### src/rtl/fp_params.svh
`ifndef FP_PARAMS_SVH
`define FP_PARAMS_SVH

// ----------------------------------------
// Block and FIFO geometry
// ----------------------------------------
`define FP_BLOCK_SIZE 16
`define FP_FIFO_DEPTH 64
// Slack in the input throttle for count latency
`define FP_HEADROOM 4

// Block buffer size in blocks
`define FP_MEM_BLOCKS 4

// ----------------------------------------
// APB register map
// ----------------------------------------
`define FP_REG_CTRL 8'h00
`define FP_REG_STATUS 8'h04

`endif

### src/rtl/mem_pkg.sv
package mem_pkg;

	// ----------------------------------------
	// Data path and block buffer types
	// ----------------------------------------

	typedef logic [31:0] word_t;       // Pipe and buffer word

	// Fill level, 0 to 64 inclusive
	typedef logic [6:0] fifo_count_t;

	typedef logic [1:0] block_idx_t;   // Ring slot in the buffer
	typedef logic [2:0] block_cnt_t;   // Stored blocks, 0 to 4

	// Block mover
	typedef enum logic [1:0] {
		DMA_IDLE,
		DMA_STORE,                     // Input FIFO to buffer
		DMA_FETCH                      // Buffer to output FIFO
	} dma_state_t;

endpackage

### src/rtl/dma_engine.sv
`include "fp_params.svh"

module dma_engine
	import mem_pkg::*;
(
	input  logic        okClk,
	input  logic        rst_n_i,
	input  logic        clear_i,
	input  logic        reads_en_i,
	input  logic        writes_en_i,

	// Pipe FIFOs
	input  fifo_count_t in_count_i,
	input  word_t       in_data_i,
	input  fifo_count_t out_count_i,
	output logic        in_rd_o,
	output logic        out_wr_o,
	output word_t       out_data_o,

	// Block buffer
	output logic        mem_we_o,
	output logic [5:0]  mem_waddr_o,
	output word_t       mem_wdata_o,
	output logic [5:0]  mem_raddr_o,
	input  word_t       mem_rdata_i,

	output block_cnt_t  blocks_o
);

	localparam logic [4:0] LAST_WORD = 5'(`FP_BLOCK_SIZE - 1);
	// One extra cycle in a fetch for the buffer read latency
	localparam logic [4:0] FETCH_END = 5'(`FP_BLOCK_SIZE);

	localparam fifo_count_t IN_MIN   = fifo_count_t'(`FP_BLOCK_SIZE);
	localparam fifo_count_t OUT_MAX  = fifo_count_t'(`FP_FIFO_DEPTH - `FP_BLOCK_SIZE);
	localparam block_cnt_t  BUF_FULL = block_cnt_t'(`FP_MEM_BLOCKS);

	dma_state_t state;
	logic [4:0] word_cnt;
	block_idx_t wr_blk;   // Next slot to fill
	block_idx_t rd_blk;   // Oldest stored slot
	logic store_go;
	logic fetch_go;

	// ----------------------------------------
	// Start rules
	// ----------------------------------------
	assign store_go = writes_en_i && (in_count_i >= IN_MIN) && (blocks_o < BUF_FULL);
	assign fetch_go = reads_en_i && (blocks_o != '0) && (out_count_i <= OUT_MAX);

	// Store path, one word per cycle from the FIFO head
	assign in_rd_o     = (state == DMA_STORE);
	assign mem_we_o    = (state == DMA_STORE);
	assign mem_waddr_o = {wr_blk, word_cnt[3:0]};
	assign mem_wdata_o = in_data_i;

	// Fetch path, write trails the address by one cycle
	assign mem_raddr_o = {rd_blk, word_cnt[3:0]};
	assign out_wr_o    = (state == DMA_FETCH) && (word_cnt != '0);
	assign out_data_o  = mem_rdata_i;

	always_ff @(posedge okClk or negedge rst_n_i) begin
		if (!rst_n_i) begin
			state    <= DMA_IDLE;
			word_cnt <= '0;
			wr_blk   <= '0;
			rd_blk   <= '0;
			blocks_o <= '0;
		end else if (clear_i) begin
			state    <= DMA_IDLE;
			word_cnt <= '0;
			wr_blk   <= '0;
			rd_blk   <= '0;
			blocks_o <= '0;
		end else begin
			case (state)
				DMA_IDLE: begin
					word_cnt <= '0;
					if (store_go)
						state <= DMA_STORE;   // Store wins over fetch
					else if (fetch_go)
						state <= DMA_FETCH;
				end

				DMA_STORE: begin
					word_cnt <= word_cnt + 5'd1;
					if (word_cnt == LAST_WORD) begin
						state    <= DMA_IDLE;
						wr_blk   <= wr_blk + 2'd1;
						blocks_o <= blocks_o + 3'd1;
					end
				end

				DMA_FETCH: begin
					word_cnt <= word_cnt + 5'd1;
					// Slot counted free on the first word
					if (word_cnt == '0)
						blocks_o <= blocks_o - 3'd1;
					// Read pointer holds until the last write lands
					if (word_cnt == FETCH_END) begin
						state  <= DMA_IDLE;
						rd_blk <= rd_blk + 2'd1;
					end
				end

				default: state <= DMA_IDLE;
			endcase
		end
	end

endmodule

### config.mk
export PLATFORM = sky130hd
export DESIGN_NAME = dma_engine
export DESIGN_NICKNAME = d
export VERILOG_FILES = /design/src/rtl/mem_pkg.sv /design/src/rtl/dma_engine.sv
export VERILOG_INCLUDE_DIRS = /design/src /design/src/rtl
export SDC_FILE = /design/constraint.sdc
export NUM_CORES = 1
export LEC_CHECK = 0
export ABC_CLOCK_PERIOD_IN_PS = 3540
export BUFFER_PORTS_ARGS = -buffer_cell sky130_fd_sc_hd__buf_4
export CELL_PAD_IN_SITES_DETAIL_PLACEMENT = 1
export CELL_PAD_IN_SITES_GLOBAL_PLACEMENT = 1
export CORE_UTILIZATION = 23
export DETAILED_ROUTE_END_ITERATION = 16
export PLACE_DENSITY = 0.92
export SETUP_SLACK_MARGIN = 0.3
export SLEW_MARGIN = 20
export SYNTH_ARGS = -nofsm -noshare
export SYNTH_HDL_FRONTEND = slang
export SYNTH_SLANG_ARGS = --single-unit
### constraint.sdc
create_clock -name okClk -period 3.54 [get_ports okClk]
set_input_delay 0.708 -clock okClk [delete_from_list [all_inputs] [get_ports okClk]]
set_output_delay 0.708 -clock okClk [all_outputs]
set_load 0.03 [all_outputs]
[After elaboration in Yosys (flattened, before gate mapping)]
Index checks and enable logic that the tools add are counted.
Cells by class
  mux-type cells: 18
  equality and inequality tests: 8
  reduce and logical (&&, ||, !) cells: 20
  $lt $le $gt $ge: 3
  add/subtract/negate cells: 5
Operators by type and width (number)
  $mux W2: 11
  $pmux W5 S2: 1
  $mux W3: 3
  $ne A3 B2 Y1 const B: 3
  $reduce_bool A3 Y1: 3
  $reduce_bool A2 Y1: 4
  $ge A7 B5 Y1 const B: 1
  $le A7 B6 Y1 const B: 1
  $pmux W2 S3: 1
  $pmux W3 S2: 1
  $reduce_and A3 Y1: 2
  $add A5 B1 Y5 const B: 1
  $eq A5 B4 Y1 const B: 1
  $eq A5 B5 Y1 const B: 1
  $logic_and A1 B1 Y1: 5
  $logic_not A5 Y1: 1
  $mux W5: 1
  $reduce_bool A5 Y1: 1
  $add A2 B1 Y2 const B: 2
  $ne A4 B4 Y1 const B: 1
  $reduce_and A2 Y1: 2
  $add A3 B1 Y3 const B: 1
  $lt A3 B3 Y1 const B: 1
  $sub A3 B1 Y3 const B: 1
  4 further kinds: 4
Storage, ports and cells
  bits in registers: 14
  bits of input ports: 83
  logic and storage cells: 59

[Longest topological paths before layout]
Gate-level depths: netlist of run 1.
  word-level depth: 7
  depth in mapped cells: 7

[Worst setup path after synthesis of run 1]
No wires, ideal clock.
  kind: register -> output
  start point: register word_cnt[0]
  end point: output out_wr_o
  stages on the path, launching flop included: 5
  path slack: 1.459 ns
  path buffers: 0
  arrival time: 1.373 ns
  cells stage by stage: dfrtp_1 > inv_1 > ha_1 > or4b_4 > and2_2
On the way
  longest elaborated chain between the ends: 2
RTL lines
  from (decl): line dma_engine.sv:39  | logic [4:0] word_cnt;
  from (signal assigned): line dma_engine.sv:86  | word_cnt <= word_cnt + 5'd1;
  from (signal assigned): line dma_engine.sv:95  | word_cnt <= word_cnt + 5'd1;
  $reduce_bool A5 Y1: line dma_engine.sv:59  | assign out_wr_o = (state == DMA_FETCH) && (word_cnt != '0);
  $logic_and A1 B1 Y1: line dma_engine.sv:59
  to (decl): line dma_engine.sv:17  | output logic out_wr_o,
No other way between the ends.

[Final worst setup path of run 1]
Same ends and word-level chain as after synthesis.

==> key figures, run 1 <==
Die
  • Die ar.: 6504 µm²
  • # IOs: 165
  • Die width: 80.65 µm
  • FP Rows: 28
  • Initial core utilization: 0.2389
  • Core ar.: 5956 µm²
  • Die Span Y: 80.65 µm

Hold path
  • Hold Path Class: primary input to async pin

Synth
  • Post-synthesis mux area share: 0.01407
  • Register area share after synthesis: 0.2463
  • EDFF count, synth: 0
  • Synth top cells by count: buf_4 (73), dfrtp_1 (14), nor2_1 (13), inv_1 (7)
  • Post-synth top area cell: buf_4
  • Post-Syn Area: 1423 µm²
  • Share of the synthesized area in the top cell type: 0.3852
  • Adder-cell share of the synthesized area: 0.06684
  • Syn Inst Count: 162
  • Syn nets: between 200 and 300
  • Syn Area/Cell: 8.782 µm²
  • Simple-gate share of the synthesized area: 0.1231
  • Seq cells post-synth: 14
  • Post-synthesis xor/xnor area fraction: 0.05541
  • Compound-Gate Fraction of Synth Area: 0.08179
  • Top-count cell post-synth: buf_4
  • Area contributors post-synth: buf_4 (39%), dfrtp_1 (25%), ha_1 (5.3%)
  • Asr flop ratio synth: 1.000
  • Main combinational cell family by area after synthesis: buffers and inverters
  • Synth cell types: 32
  • Prevailing post-synth register cell: dfrtp_1
  • Yosys warns: 0

Clock network
  • Clock Sinks: 14
  • Post-CTS Setup Inserts: 0
  • Max Buffers Root-to-Sink: 2
  • PostCTS Resize Cnt: 0
  • Worst skew pair latency: 0.24 ns
  • Cts hold-fix bufs: 0
  • CTS tree: built
  • Worst-path clk slew: 0.06 ns
  • CTS Buf Count: 3
  • CTS H-tree depth: 1
  • Root buf cell: clkbuf_8

Drt
  • Vias: just over 800
  • Vias per cell: 4.163
  • Detailed-router iteration count before antenna repair: 3
  • DR iter-0 viols: 25
  • WL/cell: 12.63 µm
  • Residual DRC: 0
  • Routed Antenna Nets: 0
  • Routed WL: 2.476 mm

Critical path
  • R2r setup slk: approximately 1.5 ns
  • Setup crit end kind: output port
  • CP top delay family: simple AND/OR/NAND/NOR gates
  • Critical path class: flip-flop to output port
  • CP startpoint kind: flip-flop
  • Critical Path AT: 1.82 ns
  • CP bufs+invs: 2
  • Crit path cell chain: inv_1 -> ha_1 -> or4b_4 -> and2_2 -> buf_4
  • CP peak stage delay: 0.49 ns
  • Cell depth of the worst setup path: 5
  • Critical path's slowest cell: or4b_4
  • Reg2reg path depth: 6
  • CP max FO: 5
  • Worst Path Required: 2.83 ns

Place
  • DP Wirelength: approximately 1.9 mm
  • Routability cong.: 0.7451
  • # port buffers: 32
  • Placed Cells: 193

Power and ir drop
  • Switch share: 0.2798
  • Pwr dens: 307.4 nW/µm²
  • Internal: 0.0002740 W
  • Reg power frac: 0.440
  • Leakage: 0.5552 nW
  • VDD IR-drop max: between 100 and 150 µV
  • Clock power share: 0.335
  • Psw: 0.0001064 W
  • Logic gate share of total power: 0.225

STA
  • Achievable Freq: just under 400 MHz
  • Tcrit/Tclk final: 0.7152
  • Slew HR: 0.5128
  • Final setup vio count: 0
  • Final Critical Period: 2.532 ns
  • RSZ-0062 raised after global routing: false
  • Total negative slack: 0 ns
  • Final clock skew: around 0.00056 ns
  • Count of pins over their slew limit: 0
  • Worst-Margin Slew: ~0.72 ns
  • Endpoints failing hold: 0

Cells and area
  • Final Net Count: about 210
  • Layout cells sized above 1: 0.3554
  • Final std cells w/o fill: just under 200
  • Area occupied by multi-input gates: between 400 and 500 µm²
  • Seq. cell area: 350.3 µm²
  • Area growth syn-to-layout: -13.02%
  • Number of diodes: 0
  • Fill cell total of the finished layout: 705

Global route
  • Overall global routing resource usage: 0.07903
  • Vias in the first global route: 825
  • Largest net degree at the start of global routing: 17
  • Initial antenna violation count: 0
  • First-pass GRT wire length: 3.939 mm
  • Global route total overflow: 0

Flow run
  • Max Cap Violations: 0

Run status
  • Outcome: completed
## cells in the final DEF, fill, tap and decap left out, types with 2 or more instances in the layout
master and instances:
xor2_1 5, nor2b_1 2, nor3_1 3, nand2_1 3, nor2_1 13, ha_1 6
mux2i_1 2, clkbuf_8 3, buf_4 32, dfrtp_1 14, nand3_1 3, xnor2_1 4
inv_1 7, nand2b_1 2, a21oi_1 6
## logic make-up after synthesis
group,count (synthesis)
flops,14
simple gates,32
mux,2
compound gates,15
fa+ha+maj,7
buf+inv,83
xor+xnor,9
## flip-flops by register name, indices dropped and copies added (netlist names)
| register | cells |
|---|---|
| word_cnt | 5 |
| blocks_o | 3 |
| rd_blk | 2 |
| state | 2 |
| wr_blk | 2 |
## layer usage
metal	GRT usage	vias to the layer above	wire, µm	part of all wire
met2	0.1364	41	1265	0.51
li1	-	373	-	-
met4	0.04286	0	59	0.024
met5	0	-	0	0
met3	0.02159	12	164	0.066
met1	0.08702	390	987	0.40
## worst paths after layout
check                             from          end
setup / recovery           word_cnt[0]     out_wr_o
hold / removal                 rst_n_i  blocks_o[0]
setup reg to reg           word_cnt[0]     state[0]
hold reg to reg              rd_blk[1]    rd_blk[1]
max in group asynchronous      rst_n_i  word_cnt[1]
min in group okClk           rd_blk[1]    rd_blk[1]
## worst register-to-register path: cells and delay by family (launching register included)
family | cells | cell delay, ns
flops | 1 | 0.42
fa+ha+maj | 2 | 0.47
simple gates | 1 | 0.22
compound gates | 3 | 0.78
## through the flow
step	cell area (µm²)	total power, W	worst slack [ns]	util	hold slack [ns]
floorplan	1423	0.0003615	1.459	-	0.4124
global placement	1196	0.0002529	1.279	0.2008	0.5221
detailed placement	1196	0.0002559	1.252	0.2008	0.5350
CTS	1237	0.0003857	0.9877	0.2078	0.3176
global route	1237	0.0003997	0.9174	0.2078	0.3218
finish	1237	0.0003804	1.008	0.2078	0.3113
## power by group through the flow
stage          clock network (W)  logic (W)  registers, W
6_report                0.000127  0.0000855      0.000167
5_1_grt                 0.000138  0.0000936      0.000168
4_1_cts                 0.000131  0.0000868      0.000167
3_5_place_dp                   0  0.0000855      0.000170
3_3_place_gp                   0  0.0000827      0.000170
2_1_floorplan                  0   0.000192      0.000169
## area by class of cell
cell class / count / share of cell area
Clock buffer: 3 / 0.03337
Multi-Input combinational cell: 65 / 0.3923
Sequential cell: 14 / 0.2831
Inverter: 7 / 0.02123
Tap cell: 75 / 0.07583
Timing Repair Buffer: 32 / 0.1941
No activity file was read; power rests on OpenSTA's default activity.
==> run 2: changes to the inputs <==
- ABC_AREA: unset -> 1
- ABC_CLOCK_PERIOD_IN_PS: 3540 -> 2400
- CORE_UTILIZATION: 23 -> 21
- PLACE_DENSITY: 0.92 -> 0.87
- clock period: 3.54 -> 2.4 ns (I/O delays scaled with it)
==> key figures, run 2 <==
Run status
  • Outcome: completed

STA
  • Tcrit/Tclk final: 0.7897
  • Count of pins over their slew limit: 0
  • Worst-Margin Slew: 0.2891 ns
  • Final Critical Period: 1.895 ns
  • Achievable Freq: 527.6 MHz
  • Total negative slack: 0 ns
  • Slew HR: 0.8066
  • Endpoints failing hold: 0
  • Final clock skew: 0.004194 ns
  • RSZ-0062 raised after global routing: false
  • Final setup vio count: 0

Power and ir drop
  • Pwr dens: 931.2 nW/µm²
  • VDD IR-drop max: 147.0 µV
  • Leakage: 0.6381 nW

Cells and area
  • Largest register FFs: 5
  • Largest registers: word_cnt (5), blocks_o (3)
  • Leading cell types in the layout, fill and taps excluded: nand2_1 (34), buf_4 (32), inv_1 (17)
  • Layout cells sized above 1: 0.3032
  • Most flops, register: word_cnt
  • Number of diodes: 0
  • Final std cells w/o fill: 235
  • Commonest non-fill, non-tap cell in the layout: nand2_1
  • Final Net Count: 247
  • Fill cell total of the finished layout: 820
  • Area growth syn-to-layout: -12.17%

Critical path
  • Worst Path Required: 1.92 ns
  • Critical Path AT: roughly 1.4 ns
  • Cell mode on critical path: inv_1
  • Crit path from: word_cnt[0]
  • Launching point of the worst reg2reg path: word_cnt[1]
  • Critical path class: flip-flop to output port
  • CP peak stage delay: 0.43 ns
  • Setup crit end kind: output port
  • Critical path's slowest cell: dfrtp_1
  • CP startpoint kind: flip-flop
  • R2r setup slk: 0.71 ns
  • Crit path cell chain: inv_1 -> ha_1 -> nand3_1 -> nand2_1 -> inv_1 -> buf_4
  • CP max FO: 5

Drt
  • WL/cell: 12.06 µm
  • Routed Antenna Nets: 0
  • Vias: 940
  • Vias per cell: 4.000
  • Detailed-router iteration count before antenna repair: 4
  • DR iter-0 viols: 32
  • Residual DRC: 0
  • Routed WL: 2.834 mm

Synth
  • Post-Syn Area: 1460 µm²
  • Register area share after synthesis: 0.2399
  • Synth top cells by count: buf_4 (73), nand2_1 (34), inv_1 (17), dfrtp_1 (14), nor2_1 (14)
  • Yosys warns: 0
  • Post-synth top area cell: buf_4
  • Share of the synthesized area in the top cell type: 0.3753
  • Top-count cell post-synth: buf_4
  • Syn Area/Cell: ~7.5 µm²
  • Syn Inst Count: 194
  • Area contributors post-synth: buf_4 (38%), dfrtp_1 (24%), nand2_1 (8.7%)
  • Asr flop ratio synth: 1.000
  • Syn nets: 284
  • Synth cell types: 24
  • Prevailing post-synth register cell: dfrtp_1
  • EDFF count, synth: 0
  • Seq cells post-synth: 14

Flow run
  • Max Cap Violations: 0

Die
  • Initial core utilization: 0.2161
  • Die ar.: 7291 µm²
  • Die Span Y: between 80 and 90 µm
  • Die width: around 85 µm
  • FP Rows: 30
  • # IOs: roughly 170
  • Core ar.: 6756 µm²

Place
  • Placed Cells: around 230
  • Routability cong.: a little under 0.8
  • DP Wirelength: about 2.3 mm
  • # port buffers: 32

Clock network
  • Clock Sinks: 14
  • Cts hold-fix bufs: 0
  • Root buf cell: clkbuf_8
  • CTS H-tree depth: 1
  • CTS tree: built
  • Worst skew pair latency: 0.25 ns
  • Max Buffers Root-to-Sink: 2
  • PostCTS Resize Cnt: 0
  • Worst-path clk slew: roughly 0.06 ns
  • Post-CTS Setup Inserts: 0
  • CTS Buf Count: 3

Global route
  • Initial antenna violation count: 0
  • First-pass GRT wire length: between 4 and 5 mm
  • Vias in the first global route: 1046
  • Largest net degree at the start of global routing: 15
  • Global route total overflow: 0
  • Overall global routing resource usage: 0.08221

Hold path
  • Hold Path Class: primary input to async pin
==> run 2: cell types whose count changed after synthesis, moves of 3 or more <==
cell / delta
nand2_1: +31
inv_1: +10
o21ai_1: +4
xnor2_1: -4
xor2_1: -4
nand3_1: +3
nor2_2: +3
nor3_1: -3
o21ai_0: +3
==> run 2: kinds of logic (layout without fill, tap and decap cells) <==
logic type / after synthesis / in the layout / synth area share
AO/OA/AOI/OAI: 16 / 16 / 0.06427
XOR/XNOR: 1 / 1 / 0.005999
adder cells (fa/ha/maj): 7 / 7 / 0.06512
buffers and inverters: 93 / 54 / 0.4336
flip-flops: 14 / 14 / 0.2399
AND/OR/NAND/NOR: 63 / 63 / 0.1911
==> run 2: path summary, 6_finish.rpt <==
| check | end | cells past startpoint |
|---|---|---|
| min reg2reg | state[1] | 2 |
| max | out_wr_o | 6 |
| min | word_cnt[0] | 1 |
| max reg2reg | state[0] | 10 |
| max in group asynchronous | rd_blk[0] | 1 |
| min in group okClk | state[1] | 2 |
==> run 2: worst max-delay path: cells and delay by family (launching register included) <==
family        cells  cell delay [ns]
flops             1             0.43
buf+inv           3             0.31
fa+ha+maj         1             0.21
simple gates      2             0.20
==> run 2: through the flow <==
step | util | area (µm²) | total power [W] | hold slack [ns] | setup WS, ns
after floorplan | - | 1460 | 0.001012 | 0.1844 | 0.8638
after detailed placement | 0.1837 | 1241 | 0.001005 | 0.3444 | 0.7216
final | 0.1898 | 1282 | 0.001194 | 0.06940 | 0.5048
after global routing | 0.1898 | 1282 | 0.001295 | 0.07493 | 0.4153
after global placement | 0.1837 | 1241 | 0.0009640 | 0.3416 | 0.7966
after CTS | 0.1898 | 1282 | 0.001218 | 0.06394 | 0.4869
==> run 2: final cells by class <==
| class | count | area, µm² | share of cell area |
|---|---|---|---|
| sequential | 14 | 350.3 | 0.2732 |
| clock buffer | 3 | 41.29 | 0.03220 |
| tap | 80 | 100.1 | 0.07805 |
| multi-input combinational | 87 | 476.7 | 0.3717 |
| inverter | 19 | 73.82 | 0.05756 |
| timing repair buffer | 32 | 240.2 | 0.1873 |
==> run 2: power by group <==
| group | total [W] | leakage [nW] | internal [W] | switching (W) |
|---|---|---|---|---|
| clock network | 0.000203 | 0.0216 | 0.000111 | 0.0000914 |
| registers | 0.000347 | 0.188 | 0.000287 | 0.0000596 |
| logic | 0.000645 | 0.429 | 0.000231 | 0.000414 |
| total | 0.00119 | 0.638 | 0.000630 | 0.000565 |
==> run 2: routing by layer <==
layer  vias to the layer above  routed length (µm)  part of all wire  GRT usage
met5                         -                   0                 0          0
met4                         0                 151             0.053    0.06364
met3                        23                 231             0.082    0.02821
met2                        36                1402              0.49     0.1400
met1                       436                1049              0.37    0.08260
li1                        445                   -                 -          -
==> run 3: changes to the inputs <==
- ABC_CLOCK_PERIOD_IN_PS: 2400 -> 1800
- clock period: 2.4 -> 1.8 ns (I/O delays scaled with it)
==> key figures, run 3 (same netlist as run 2, synthesis figures left out) <==
Cells and area
  • Area growth syn-to-layout: -0.5143%
  • Most flops, register: word_cnt
  • Post-layout util: 0.2150
  • Layout cells sized above 1: 0.4573
  • Number of diodes: 0
  • Largest registers: word_cnt (5), blocks_o (3)
  • Final std cells w/o fill: 244
  • Largest register FFs: 5
  • Final Net Count: between 200 and 300
  • Commonest non-fill, non-tap cell in the layout: buf_4
  • Leading cell types in the layout, fill and taps excluded: buf_4 (38), nand2_1 (27), inv_1 (15)

Global route
  • Overall global routing resource usage: 0.08182
  • Initial antenna violation count: 0
  • Global route total overflow: 0
  • Vias in the first global route: about 1.0k
  • Largest net degree at the start of global routing: 15
  • First-pass GRT wire length: 4.698 mm

Critical path
  • Worst Path Required: 1.44 ns
  • Setup crit end kind: output port
  • Reg2reg end: state[1]
  • CP max FO: 4
  • Critical path class: flip-flop to output port
  • CP startpoint kind: flip-flop
  • R2r setup slk: roughly 0.20 ns
  • Reg2reg path depth: 10
  • Critical Path AT: 1.27 ns
  • Launching point of the worst reg2reg path: word_cnt[0]

Power and ir drop
  • Logic gate share of total power: 0.587
  • Pwr dens: around 1200 nW/µm²
  • VDD IR-drop max: 252.4 µV
  • Internal: 0.0009559 W
  • Leakage: about 0.70 nW
  • Clock power share: 0.148
  • Switch share: 0.4610
  • Reg power frac: 0.265
  • Psw: around 0.00082 W

Hold path
  • Hold Path Class: primary input to flip-flop
  • Min-delay src: clear_i
  • Cell depth of the worst hold path: 4
  • Hold EP: rd_blk[1]

STA
  • Endpoints failing hold: 0
  • Final WS setup: 0.1664 ns
  • Count of pins over their slew limit: 0
  • Final clock skew: 0.007661 ns
  • RSZ-0062 raised after global routing: true
  • Tcrit/Tclk final: 0.9076
  • Worst-Margin Slew: 0.2646 ns
  • Achievable Freq: 612.1 MHz
  • Worst hold slack: 0.4888 ns
  • Final setup vio count: 0
  • Total negative slack: 0 ns
  • Slew HR: 0.8229
  • Final Critical Period: 1.634 ns

Drt
  • Routed WL: about 3 mm
  • Residual DRC: 0
  • WL/cell: 12.42 µm
  • Routed Antenna Nets: 0
  • DR iter-0 viols: 28
  • Detailed-router iteration count before antenna repair: 4
  • Vias: around 1k
  • Vias per cell: 4.135

Clock network
  • Max Buffers Root-to-Sink: 2
  • Worst-path clk slew: 0.05 ns
  • Clock Sinks: 14
  • CTS H-tree depth: 1
  • Worst skew pair latency: 0.25 ns
  • CTS Buf Count: 3
  • CTS tree: built
  • Root buf cell: clkbuf_8

Die
  • Die ar.: 7291 µm²
  • FP Rows: 30
  • Die Span Y: 85.39 µm
  • Die width: 85.39 µm
  • Core ar.: 6756 µm²
  • Initial core utilization: 0.2161
  • # IOs: 165

Place
  • DP Wirelength: around 2.3 mm
  • Placed Cells: 232
  • # port buffers: 32
  • Routability cong.: 0.8045
  • Pre-CTS setup slack: 0.07579 ns

Flow run
  • Max Cap Violations: 0

Run status
  • Outcome: completed
run 3: power groups by stage:
stage / clock [W] / sequential, W / combinational [W]
3_3_place_gp: 0 / 0.000468 / 0.000821
6_report: 0.000262 / 0.000471 / 0.00104
4_1_cts: 0.000265 / 0.000465 / 0.000985
3_5_place_dp: 0 / 0.000474 / 0.000858
5_1_grt: 0.000280 / 0.000487 / 0.00115
2_1_floorplan: 0 / 0.000518 / 0.000832
run 3: per-layer routing:
layer,part of all wire,vias to the layer above,GRT usage
li1,-,464,-
met1,0.37,487,0.07792
met2,0.51,36,0.1532
met3,0.075,22,0.03113
met4,0.040,0,0.04091
met5,0,-,0
run 3: cell type report:
cell class / count / area (µm²)
sequential: 14 / 351.6
fill: 819 / 5304
timing repair buffer: 41 / 317.8
inverter: 19 / 73.82
clock buffer: 3 / 41.29
tap: 80 / 100.1
multi-input combinational: 87 / 568.0
run 3: critical path, stage by stage (launching register included):
cell and delay [ns]:
dfrtp_1 0.42, inv_1 0.10, ha_2 0.25, nand2_2 0.07
inv_1 0.06, buf_6 0.12
run 3: worst max path at each step:
stage | cells after the start | endpoint | start | slack [ns]
final | 5 | out_wr_o | state[0] | 0.17
after CTS | 5 | out_wr_o | state[0] | 0.18
after floorplan | 9 | state[1] | word_cnt[0] | 0.35
after global placement | 10 | state[1] | word_cnt[0] | 0.20
after detailed placement | 10 | state[1] | word_cnt[0] | 0.08
after global routing | 10 | state[1] | word_cnt[0] | 0.08
run 3: repair_timing:
action                     4_1_cts  5_1_grt
hold endpoints to repair        14        0
setup endpoints to repair       10       10
resized for setup               16       11
pin swaps                        5        6
hold buffers                     1        0
setup buffers                    6        2
run 3: metrics by stage:
| step | area (µm²) | power, W |
|---|---|---|
| finish | 1453 | 0.001773 |
| global route | 1453 | 0.001919 |
| CTS | 1393 | 0.001715 |
| detailed placement | 1241 | 0.001331 |
| global placement | 1241 | 0.001289 |
| floorplan | 1460 | 0.001350 |
